**src/design/rv_pkg.sv**
```systemverilog
// rv_pkg: core constants, widths and major opcode encoding for the fetch path
package rv_pkg;

  // integer register and pc width
  localparam int xlen = 64;

  // one instruction word
  localparam int inst_w = 32;

  // program memory row, two instructions side by side
  localparam int row_w = 64;

  // first pc after reset, also the base of the program memory
  localparam logic [xlen-1:0] pc_start = 64'h8000_0000;

  // major opcode field, inst[6:0]
  // only jal changes the fetch flow here, the rest go sequential
  typedef enum logic [6:0] {
    op_jal    = 7'b1101111,
    op_jalr   = 7'b1100111,
    op_branch = 7'b1100011,
    op_op_imm = 7'b0010011,
    op_other  = 7'b0000000
  } opcode_e;

endpackage

```
**src/design/if_stage.sv**
```systemverilog
// if_stage: pc register, half-row instruction select, JAL predecode and retire stream
`timescale 1ns/10ps

module if_stage import rv_pkg::*; #(
  parameter int mem_rows = 64,
  localparam int idx_w = $clog2(mem_rows)
) (
  input  logic              clk,
  input  logic              rst,
  input  logic              last_cycle,
  output logic [idx_w-1:0]  fetch_idx,
  input  logic [row_w-1:0]  fetch_row,
  output logic              retire_valid,
  output logic [xlen-1:0]   retire_pc,
  output logic [inst_w-1:0] retire_inst
);

  logic [xlen-1:0]   pc;
  logic [xlen-1:0]   pc_off;
  logic [xlen-1:0]   next_pc;
  logic [xlen-1:0]   jal_imm;
  logic [inst_w-1:0] inst;
  opcode_e           opc;

  // row index relative to the memory base, 8 bytes per row
  assign pc_off    = pc - pc_start;
  assign fetch_idx = pc_off[idx_w+2:3];

  // pc[2] set means the odd word, upper half of the row
  assign inst = pc[2] ? fetch_row[row_w-1:inst_w] : fetch_row[inst_w-1:0];

  // predecode of the major opcode
  always_comb begin
    case (inst[6:0])
      op_jal:    opc = op_jal;
      op_jalr:   opc = op_jalr;
      op_branch: opc = op_branch;
      op_op_imm: opc = op_op_imm;
      default:   opc = op_other;
    endcase
  end

  // J-type immediate, imm[20|10:1|11|19:12] in inst[31:12]
  assign jal_imm = {{(xlen-21){inst[31]}}, inst[31], inst[19:12], inst[20], inst[30:21], 1'b0};

  // jalr and branches need registers, they fall through here
  assign next_pc = (opc == op_jal) ? pc + jal_imm : pc + 64'd4;

  // pc moves only at the end of an instruction
  always_ff @(posedge clk) begin
    if (rst) begin
      pc <= pc_start;
    end else if (last_cycle) begin
      pc <= next_pc;
    end
  end

  // retire shows the instruction that ends this cycle
  assign retire_valid = last_cycle;
  assign retire_pc    = pc;
  assign retire_inst  = inst;

endmodule

```
**config.mk**
```make
export PLATFORM = sky130hd
export DESIGN_NAME = if_stage
export DESIGN_NICKNAME = d
export VERILOG_FILES = /design/src/design/rv_pkg.sv /design/src/design/if_stage.sv
export SDC_FILE = /design/constraint.sdc
export NUM_CORES = 1
export LEC_CHECK = 0
export BUFFER_PORTS_ARGS = -buffer_cell sky130_fd_sc_hd__buf_2
export CAP_MARGIN = 10
export CORE_MARGIN = 3
export CORE_UTILIZATION = 45
export DETAILED_ROUTE_END_ITERATION = 10
export PLACE_DENSITY = 0.72
export SLEW_MARGIN = 20
export SYNTH_ARGS = -nofsm -noshare
export SYNTH_HDL_FRONTEND = slang
export SYNTH_SLANG_ARGS = --single-unit
```
**constraint.sdc**
```tcl
create_clock -name clk -period 11 [get_ports clk]
set_input_delay 1.1 -clock clk [delete_from_list [all_inputs] [get_ports clk]]
set_output_delay 1.1 -clock clk [all_outputs]
set_load 0.05 [all_outputs]
```
==> results.cfg <==
[power_and_ir_drop]
switching_share = 0.3662
ir_worst_vdd_mv = 0.08451
power.density_cell_area_nw_per_um2 = 81.96
p_int_mw = 0.4776
seq_power_share = 0.315
power.clock.fraction = 0.371
leakagePower_nw = 3.967
p_switching_mw = 0.2759
power.combinational.fraction = 0.314

[detailed_routing]
drt-initial-drc-count = 773
highest_layer = met4
num_vias = 9305
routed_wl_mm = 26.04
dr.pass1.iters = 5
drc = 0
met1_length_mm = 11.47
met3_length_mm = 1.859
wl_per_cell_um = 17.24
drt.antenna.violating_nets = 0
routed_via_density = 6.162
dr_wl_met2_mm = 12.09

[timing]
clock_skew_ns = 0.004522
fin_setup_tns_ns = 0
fin_crit_ns = 4.815
setup_viol = 0
slew_violations = 0
hold_viol = 0
fmax_ghz = 0.2077
rsz0062_at_grt = no
tightest_slew_ns = 0.8359
max_slew_margin = 0.4428
whs_ns = 0.4981
period_share = 0.4377

[status]
outcome = finished, final reports clean

[flow_run]
drv_cap = 0

[critical_path]
cp-start-kind = flip-flop
reg2reg_to = retire_pc[60]
r2r-start = retire_pc[2]
r2r_cells = 12
arrival_ns = 5.10
crit_path_max_fanout = 46
rrSetupSlack_ns = 6.18
end_kind = flip-flop
crit_required_ns = 11.29
crit_type = flip-flop to flip-flop

[clock_network]
cts_root_buf = clkbuf_16
hold_buffers = 0
clock_path_buffers = 2
cts_buffers = 9
cts.htree.levels = 3
clk_pin_slew_worst_paths_ns = 0.05
cts_resized = 0
post-cts-setup-buffers = 0
clk_latency_ns = 0.35
numClockSinks = 63
cts_tree = done

[die]
core_um2 = 17480
die_h_um = 140.2
rows = 48
io_pins = 170
die_w_um = 140.2
die_area_um2 = 19670
start_util = 0.4640

[cells_and_area]
area_growth_syn_to_layout_pct = 13.38
layout-drive-gt1-share = 0.1837
antennaDiodeCount = 0
fin_util = 0.5261
largest_reg_flops = 63
final_nets = 1412

[yosys]
synthTopCellsByArea = dfxtp_1 16%, ha_1 9.7%, a21oi_1 8.8%
synth-edff-count = 0
synth_seq_area_share = 0.1555
syn_inst = 1186
yosys.area.top_type_share = 0.1555
yosys.area.top_type = dfxtp_1
synth-seq-cells = 63
yosysWarnings = 0
syn_area_um2 = 8109
synth_fp_nets = 1317
synth_cell_types = 73
synth_area_per_cell_um2 = 6.837
synth_ff_type = dfxtp_1
ys_async_sr_fraction = 0

[global_routing]
grt_max_degree = 70
grt_overflow = 0
grt.total_usage = 0.2589
antenna_found_initial = 0
grt_pass1_wl_mm = 42.84
grt_pass1_vias = 8407

[hold_path]
hold_path_class = flip-flop to flip-flop
whs_path_depth = 2
min_from = retire_pc[1]
hold_end = retire_pc[1]

[placement]
port_buffers = 168
dp_hpwl_mm = 19.51
place_congestion = 0.9366
[how the worst max path moves through the flow]
stage / from / to / slack [ns]
after floorplan: retire_pc[2] / retire_pc[60] / 6.15
after global placement: fetch_row[63] / retire_pc[53] / 6.28
after detailed placement: fetch_row[63] / retire_pc[51] / 6.10
after CTS: retire_pc[2] / retire_pc[51] / 6.20
after global routing: retire_pc[2] / retire_pc[53] / 5.84
final: retire_pc[2] / retire_pc[60] / 6.18
[kinds of logic after synthesis]
family                     count (synthesis)  share of synthesized area
AOI/OAI and AO/OA                        415                     0.3157
buffers and inverters                    132                    0.06573
muxes                                     38                    0.05123
xor gates and xnor gates                  51                    0.05508
other                                      1                  0.0004624
and+or+nand+nor                          422                     0.2566
DFF                                       63                     0.1555
adders and majority gates                 64                    0.09968
[final cells by class]
cell class,count,area (um^2)
repair buffers,174,888.4
fillers,1772,8283
multi-input cells,991,6326
inverters,42,157.7
well taps,225,281.5
clock buffers,15,277.8
flip-flops and latches,63,1262
[through the flow]
stage	cells	setup slack, ns	area, um^2	power (mW)
after floorplan	1186	6.153	8109	0.4210
after global placement	1495	6.275	8915	0.4744
after detailed placement	1495	6.098	8915	0.4764
after CTS	1510	6.197	9193	0.7571
after global routing	1510	5.843	9194	0.7921
final	1510	6.185	9194	0.7536
[routing by layer]
layer  GRT usage  vias to the layer above
li1            -                     4574
met1      0.3477                     4293
met2      0.4264                      397
met3     0.04097                       41
met4     0.08108                        0
met5           0                        -
[worst max-delay path, stage by stage (launching register included)]
cell and delay [ns]:
dfxtp_2 0.87, mux2_2 0.41, buf_4 0.31, ha_1 0.53, nand4_1 0.15, or3_1 0.37, a31oi_1 0.25, o2111ai_1 0.23
a211oi_1 0.28, o31ai_1 0.14, a2111oi_0 0.67, mux2_2 0.41, a21oi_1 0.13
[synth_stat cells (27+ instances only)]
| cell type | number |
|---|---|
| a21oi_1 | 143 |
| clkbuf_1 | 75 |
| a21o_1 | 28 |
| mux2_2 | 28 |
| dfxtp_1 | 63 |
| nor2_1 | 85 |
| ha_1 | 63 |
| nor3_1 | 35 |
| inv_1 | 42 |
| nand4_1 | 33 |
| o21ai_0 | 100 |
| nand3_1 | 39 |
| nand2_1 | 140 |
| xnor2_1 | 27 |
[power groups by stage]
stage                     logic, mW  registers (mW)  clock network [mW]
after floorplan               0.176           0.245                   0
after global placement        0.232           0.242                   0
after detailed placement      0.234           0.243                   0
after CTS                     0.235           0.238               0.284
after global routing          0.257           0.238               0.297
final                         0.237           0.237               0.280
[placed cells by master, fill, tap and decap left out, drive strengths merged, types with 5 or more instances in the layout]
| cell | count |
|---|---|
| and3 | 13 |
| o21a | 7 |
| o21ai | 101 |
| clkbuf | 15 |
| nor2 | 85 |
| dfxtp | 63 |
| o22ai | 7 |
| and4 | 9 |
| a311oi | 6 |
| and2 | 6 |
| xnor2 | 27 |
| xor2 | 24 |
| nand3 | 39 |
| mux2 | 28 |
| or3 | 8 |
| nor3 | 37 |
| nand2b | 8 |
| a21o | 28 |
| a21oi | 143 |
| a211oi | 24 |
| or2 | 7 |
| inv | 42 |
| o31ai | 9 |
| nand2 | 141 |
| nor2b | 12 |
| buf | 174 |
| a22oi | 5 |
| a221oi | 5 |
| mux2i | 10 |
| nand4 | 34 |
| a31oi | 13 |
| o21bai | 21 |
| o211ai | 6 |
| a2111oi | 9 |
| ha | 63 |
| nor4 | 7 |
(Power assumes the default switching activity.)
