==> src/design/axi_pkg.sv <==
// axi_pkg: AXI4-Lite widths, response codes and loader FSM states
package axi_pkg;

  // byte address, offset from the program base
  localparam int axil_addr_w = 16;

  // one data beat carries one instruction word
  localparam int axil_data_w = 32;

  // bresp / rresp encoding, exokay unused on AXI4-Lite
  typedef enum logic [1:0] {
    resp_okay   = 2'b00,
    resp_slverr = 2'b10,
    resp_decerr = 2'b11
  } axi_resp_e;

  // loader FSM
  typedef enum logic [1:0] {
    st_idle,
    st_wr_resp,
    st_rd_wait,
    st_rd_resp
  } loader_state_e;

endpackage

==> src/design/rv_pkg.sv <==
// rv_pkg: core constants, widths and major opcode encoding for the fetch path
package rv_pkg;

  // integer register and pc width
  localparam int xlen = 64;

  // one instruction word
  localparam int inst_w = 32;

  // program memory row, two instructions side by side
  localparam int row_w = 64;

  // first pc after reset, also the base of the program memory
  localparam logic [xlen-1:0] pc_start = 64'h8000_0000;

  // major opcode field, inst[6:0]
  // only jal changes the fetch flow here, the rest go sequential
  typedef enum logic [6:0] {
    op_jal    = 7'b1101111,
    op_jalr   = 7'b1100111,
    op_branch = 7'b1100011,
    op_op_imm = 7'b0010011,
    op_other  = 7'b0000000
  } opcode_e;

endpackage

==> src/design/mem_wr_if.sv <==
// mem_wr_if: masked row write port from the program loader into program memory
`timescale 1ns/10ps

interface mem_wr_if import rv_pkg::*; #(
  parameter int mem_rows = 64
) ();

  localparam int idx_w = $clog2(mem_rows);

  // write strobe, one row per cycle
  logic             wen;
  logic [idx_w-1:0] widx;
  logic [row_w-1:0] wdata;
  // bit-granular mask, bytes expanded from wstrb
  logic [row_w-1:0] wmask;

  // loader side
  modport src (output wen, output widx, output wdata, output wmask);

  // memory side
  modport dst (input wen, input widx, input wdata, input wmask);

endinterface

==> src/design/axil_loader.sv <==
// axil_loader: AXI4-Lite slave that loads and reads back the program as masked row accesses
`timescale 1ns/10ps

module axil_loader import axi_pkg::*; #(
  parameter int mem_rows = 64,
  localparam int idx_w = $clog2(mem_rows)
) (
  input  logic                       clk,
  input  logic                       rst,
  input  logic                       run,
  input  logic [axil_addr_w-1:0]     awaddr,
  input  logic                       awvalid,
  output logic                       awready,
  input  logic [axil_data_w-1:0]     wdata,
  input  logic [axil_data_w/8-1:0]   wstrb,
  input  logic                       wvalid,
  output logic                       wready,
  output axi_resp_e                  bresp,
  output logic                       bvalid,
  input  logic                       bready,
  input  logic [axil_addr_w-1:0]     araddr,
  input  logic                       arvalid,
  output logic                       arready,
  output logic [axil_data_w-1:0]     rdata,
  output axi_resp_e                  rresp,
  output logic                       rvalid,
  input  logic                       rready,
  mem_wr_if.src                      wr,
  output logic [idx_w-1:0]           rd_idx,
  input  logic [2*axil_data_w-1:0]   rd_row
);

  // first byte offset past the memory
  localparam logic [axil_addr_w:0] addr_lim = (axil_addr_w + 1)'(mem_rows * 8);

  loader_state_e            state;
  logic                     wr_go;
  logic                     rd_go;
  logic                     aw_in_range;
  logic                     ar_in_range;
  axi_resp_e                wr_resp;
  axi_resp_e                rd_resp;
  logic [axil_data_w-1:0]   strb_bits;
  logic                     rd_half;
  logic [axil_data_w-1:0]   rd_word;

  // aw and w taken together, only when both are offered
  assign wr_go   = (state == st_idle) && awvalid && wvalid;
  assign awready = wr_go;
  assign wready  = wr_go;

  // a write in the same cycle wins over a read
  assign rd_go   = (state == st_idle) && arvalid && !wr_go;
  assign arready = rd_go;

  // range check on the byte offset
  assign aw_in_range = {1'b0, awaddr} < addr_lim;
  assign ar_in_range = {1'b0, araddr} < addr_lim;

  // out of range first, then the run lock
  always_comb begin
    if (!aw_in_range) begin
      wr_resp = resp_decerr;
    end else if (run) begin
      wr_resp = resp_slverr;
    end else begin
      wr_resp = resp_okay;
    end
  end

  always_comb begin
    if (!ar_in_range) begin
      rd_resp = resp_decerr;
    end else if (run) begin
      rd_resp = resp_slverr;
    end else begin
      rd_resp = resp_okay;
    end
  end

  // each strobe byte covers 8 mask bits
  always_comb begin
    for (int i = 0; i < axil_data_w / 8; i++) begin
      strb_bits[8*i +: 8] = {8{wstrb[i]}};
    end
  end

  // row write, same edge as the aw/w handshake
  // addr bit 2 picks the upper or lower word
  assign wr.wen   = wr_go && (wr_resp == resp_okay);
  assign wr.widx  = awaddr[idx_w+2:3];
  assign wr.wdata = awaddr[2] ? {wdata, {axil_data_w{1'b0}}} : {{axil_data_w{1'b0}}, wdata};
  assign wr.wmask = awaddr[2] ? {strb_bits, {axil_data_w{1'b0}}}
                              : {{axil_data_w{1'b0}}, strb_bits};

  always_ff @(posedge clk) begin
    if (rst) begin
      state <= st_idle;
    end else begin
      case (state)
        st_idle: begin
          if (wr_go) begin
            state <= st_wr_resp;
          end else if (rd_go) begin
            state <= st_rd_wait;
          end
        end
        st_wr_resp: begin
          if (bready) begin
            state <= st_idle;
          end
        end
        // memory row lands at the end of this cycle
        st_rd_wait: state <= st_rd_resp;
        st_rd_resp: begin
          if (rready) begin
            state <= st_idle;
          end
        end
        default: state <= st_idle;
      endcase
    end
  end

  // response payloads, captured at the accepting beat
  always_ff @(posedge clk) begin
    if (wr_go) begin
      bresp <= wr_resp;
    end
    if (rd_go) begin
      rresp   <= rd_resp;
      rd_half <= araddr[2];
      rd_idx  <= araddr[idx_w+2:3];
    end
  end

  assign bvalid = (state == st_wr_resp);
  assign rvalid = (state == st_rd_resp);

  // word select from the registered row, zero on an error response
  assign rd_word = rd_half ? rd_row[2*axil_data_w-1:axil_data_w] : rd_row[axil_data_w-1:0];
  assign rdata   = (rresp == resp_okay) ? rd_word : '0;

endmodule

==> src/flat_wrapper.sv <==
// flat-port wrapper written by rule: the top's interface ports become plain ports
module axil_loader_flat import axi_pkg::*;
#(
  parameter int mem_rows = 64,
  localparam int idx_w = $clog2(mem_rows)
)
  (clk, rst, run, awaddr, awvalid, awready, wdata, wstrb, wvalid, wready, bresp, bvalid, bready, araddr, arvalid, arready, rdata, rresp, rvalid, rready, rd_idx, rd_row, wr_wen, wr_widx, wr_wdata, wr_wmask);
  mem_wr_if #(.mem_rows(mem_rows)) wr_i ();
  input  logic clk;
  input  logic rst;
  input  logic run;
  input  logic [axil_addr_w-1:0] awaddr;
  input  logic awvalid;
  output logic awready;
  input  logic [axil_data_w-1:0] wdata;
  input  logic [axil_data_w/8-1:0] wstrb;
  input  logic wvalid;
  output logic wready;
  output axi_resp_e bresp;
  output logic bvalid;
  input  logic bready;
  input  logic [axil_addr_w-1:0] araddr;
  input  logic arvalid;
  output logic arready;
  output logic [axil_data_w-1:0] rdata;
  output axi_resp_e rresp;
  output logic rvalid;
  input  logic rready;
  output logic [idx_w-1:0] rd_idx;
  input  logic [2*axil_data_w-1:0] rd_row;
  output wire logic [$bits(wr_i.wen)-1:0] wr_wen;
  output wire logic [$bits(wr_i.widx)-1:0] wr_widx;
  output wire logic [$bits(wr_i.wdata)-1:0] wr_wdata;
  output wire logic [$bits(wr_i.wmask)-1:0] wr_wmask;
  assign wr_wen = wr_i.wen;
  assign wr_widx = wr_i.widx;
  assign wr_wdata = wr_i.wdata;
  assign wr_wmask = wr_i.wmask;
  axil_loader #(.mem_rows(mem_rows)) u_core (.clk(clk), .rst(rst), .run(run), .awaddr(awaddr), .awvalid(awvalid), .awready(awready), .wdata(wdata), .wstrb(wstrb), .wvalid(wvalid), .wready(wready), .bresp(bresp), .bvalid(bvalid), .bready(bready), .araddr(araddr), .arvalid(arvalid), .arready(arready), .rdata(rdata), .rresp(rresp), .rvalid(rvalid), .rready(rready), .wr(wr_i), .rd_idx(rd_idx), .rd_row(rd_row));
endmodule
==> config.mk <==
export PLATFORM = sky130hd
export DESIGN_NAME = axil_loader_flat
export DESIGN_NICKNAME = d
export VERILOG_FILES = /design/src/design/axi_pkg.sv /design/src/design/rv_pkg.sv /design/src/design/mem_wr_if.sv /design/src/design/axil_loader.sv /design/src/flat_wrapper.sv
export SDC_FILE = /design/constraint.sdc
export NUM_CORES = 1
export LEC_CHECK = 0
export ABC_CLOCK_PERIOD_IN_PS = 2850
export BUFFER_PORTS_ARGS = -buffer_cell sky130_fd_sc_hd__buf_4
export CORE_AREA = 3 3 122 124
export DETAILED_ROUTE_END_ITERATION = 6
export DIE_AREA = 0 0 125 127
export PLACE_DENSITY = 0.56
export SLEW_MARGIN = 20
export SYNTH_ARGS = -nofsm -noshare
export SYNTH_HDL_FRONTEND = slang
export SYNTH_SLANG_ARGS = --single-unit
==> constraint.sdc <==
create_clock -name clk -period 2.85 [get_ports clk]
set_input_delay 0.57 -clock clk [delete_from_list [all_inputs] [get_ports clk]]
set_output_delay 0.57 -clock clk [all_outputs]
set_load 0.03 [all_outputs]
==> results_dict.tcl <==
set metrics [dict create \
    status "complete, no violations" \
    power.clock.fraction 0.224 \
    grt_max_degree 73 \
    synthCells 254 \
    tightestPinTransition_ns 0.631 \
    hold_path.class "in2reg" \
    slew_headroom 0.579 \
    core_area_mm2 0.0139 \
    track_usage 0.0954 \
    path_buf_inv 2 \
    crit_type "in2out" \
    p_int_w 0.000707 \
    syn_to_final_growth_pct 108 \
    htreeDepth 1 \
    finalSetupViolations 0 \
    worstSkewPairLatency_ns 0.24 \
    cts_made_buffers 3 \
    drtIter0Drc 67 \
    peakVddDrop_uv 347 \
    synthFlopType "edfxtp_1" \
    die_area_mm2 0.0159 \
    clock.fmax_ghz 0.449 \
    hold_buffers 0 \
    synth_edf_count 11 \
    cts.path.max_buffers 2 \
    finalCriticalPeriod_ns 2.23 \
    synth_area_mm2 0.00194 \
    slowest_delay_ns 0.51 \
    cts_tree "done" \
    rsz0062_at_grt "no" \
    arrival_ns 1.66 \
    drc 0 \
    slew_violations 0 \
    routed_wl_um 8840 \
    io_pins 322 \
    cts.sinks 13 \
    slowest_stage "or4_1" \
    power_frac_comb 0.578 \
    synthDistinctLibCells 22 \
    path_common_cell "buf_4" \
    cap_violations 0 \
    io_buffers 305 \
    firstDrtPassIters 4 \
    cts-root-buf "clkbuf_16" \
    syn_nets 394 \
    initial_core_util 0.139 \
    p_switching_w 0.000443 \
    rows 43 \
    syn-mean-instance-area_um2 7.62 \
    ant_nets 0 \
    startpoint_type "input pin" \
    post-place-ws_ns 0.581 \
    ys_ff_latch 13 \
    seq_area_frac_synth 0.191 \
    antenna_found_initial 0 \
    power_density_mw_per_mm2 286 \
    critPathMaxFanout 2 \
    final_common_cell "buf_4" \
    dr_total_vias 2432 \
    final_cell_mix "buf_4 (306), and2_1 (37), nor2b_1 (37), nor2_1 (37), mux2i_1 (32)" \
    cp_cell_sequence "buf_4 -> or4_1 -> nand2b_1 -> nor2_1 -> buf_4" \
    critPathTopFamily "simple AND/OR/NAND/NOR gates" \
    hold_viol 0 \
    grt_pass1_wl_um 12500 \
    crit_path_end_kind "output port" \
    pwr-share-seq 0.198 \
    grt_overflow 0 \
    drive_gt1_frac 0.640 \
    yosys_warnings 0 \
    skew_ns 0.00525 \
    tns_ns 0 \
    via_per_inst 3.65 \
    final.setup.worst_slack_ns 0.622 \
    die_w_um 125 \
    cts_resized 0 \
    diodes 0 \
    routabilityCongestion 0.805 \
    p_leak_nw 2.15 \
    dp_hpwl_um 7670 \
    wl_per_cell_um 13.3 \
    grt_pass1_vias 2310 \
    fin_nets 627 \
    die_h_um 127 \
    final.period_utilization 0.782 \
    cts_setup_buffers 0 \
    clkTransAtPathRegs_ns 0.05 \
    ys_async_sr_fraction 0 \
    swShare 0.385 \
    crit_required_ns 2.28 \
]
[per-layer routing]
metal	global-route usage	up-vias	wire (um)
li1	-	1215	-
met1	0.101	1080	3060
met2	0.189	131	4950
met3	0.0288	6	772
met4	0.0128	0	51
met5	0	-	0
[cell families after synthesis]
group,after synthesis,synth area share
DFF,13,0.191
and+or+nand+nor,125,0.352
muxes,32,0.165
AOI/OAI and AO/OA,3,0.00969
buffers and inverters,81,0.281
[sequential cells by signal (all words and copies together) (netlist names)]
name            count
u_core.bresp        2
u_core.state        2
u_core.rd_idx       6
u_core.rd_half      1
u_core.rresp        2
[layout make-up]
cell class	instances	area [um2]
Tap cell	180	225
Multi-Input combinational cell	160	1020
Clock buffer	4	78.8
Sequential cell	13	370
Timing Repair Buffer	307	2320
Fill cell	1508	9860
Inverter	2	7.51
[final timing paths]
check,from,end,slack (ns),depth (start not counted)
setup / recovery,awaddr[10],wr_wen,0.62,5
hold reg to reg,u_core.state[0]$_SDFFE_PP0P_,u_core.state[1]$_SDFFE_PP0P_,0.59,3
setup reg to reg,u_core.state[1]$_SDFFE_PP0P_,u_core.bresp[0]$_DFFE_PP_,1.62,2
hold / removal,rst,u_core.state[0]$_SDFFE_PP0P_,0.50,2
[Yosys cell counts, types with 2 or more instances]
cell      count  area (um2)
buf_4        63         473
and2_1       37         231
nor2_1       37         139
nor2b_1      37         231
mux2i_1      32         320
clkbuf_1     13        48.8
edfxtp_1     11         330
nand2_1       4        15.0
buf_2         3        15.0
or4_1         3        22.5
dfxtp_1       2        40.0
inv_1         2        7.51
[through the flow]
stage | cells | util | cell area (um2) | hold WS, ns | power [W]
2_1_floorplan | 254 | - | 1940 | 0.524 | 0.000644
3_5_place_dp | 662 | 0.284 | 3940 | 0.575 | 0.000898
4_1_cts | 666 | 0.290 | 4020 | 0.491 | 0.00116
5_1_grt | 666 | 0.290 | 4020 | 0.497 | 0.00120
3_3_place_gp | 662 | 0.284 | 3940 | 0.562 | 0.000893
6_report | 666 | 0.290 | 4020 | 0.496 | 0.00115
[power groups by stage]
stage | sequential, W | combinational [W] | clock (W)
6_report | 0.000227 | 0.000665 | 0.000258
5_1_grt | 0.000229 | 0.000702 | 0.000272
4_1_cts | 0.000227 | 0.000669 | 0.000265
3_5_place_dp | 0.000231 | 0.000668 | 0
3_3_place_gp | 0.000230 | 0.000663 | 0
2_1_floorplan | 0.000241 | 0.000403 | 0
No activity file was read; power rests on OpenSTA's default activity.
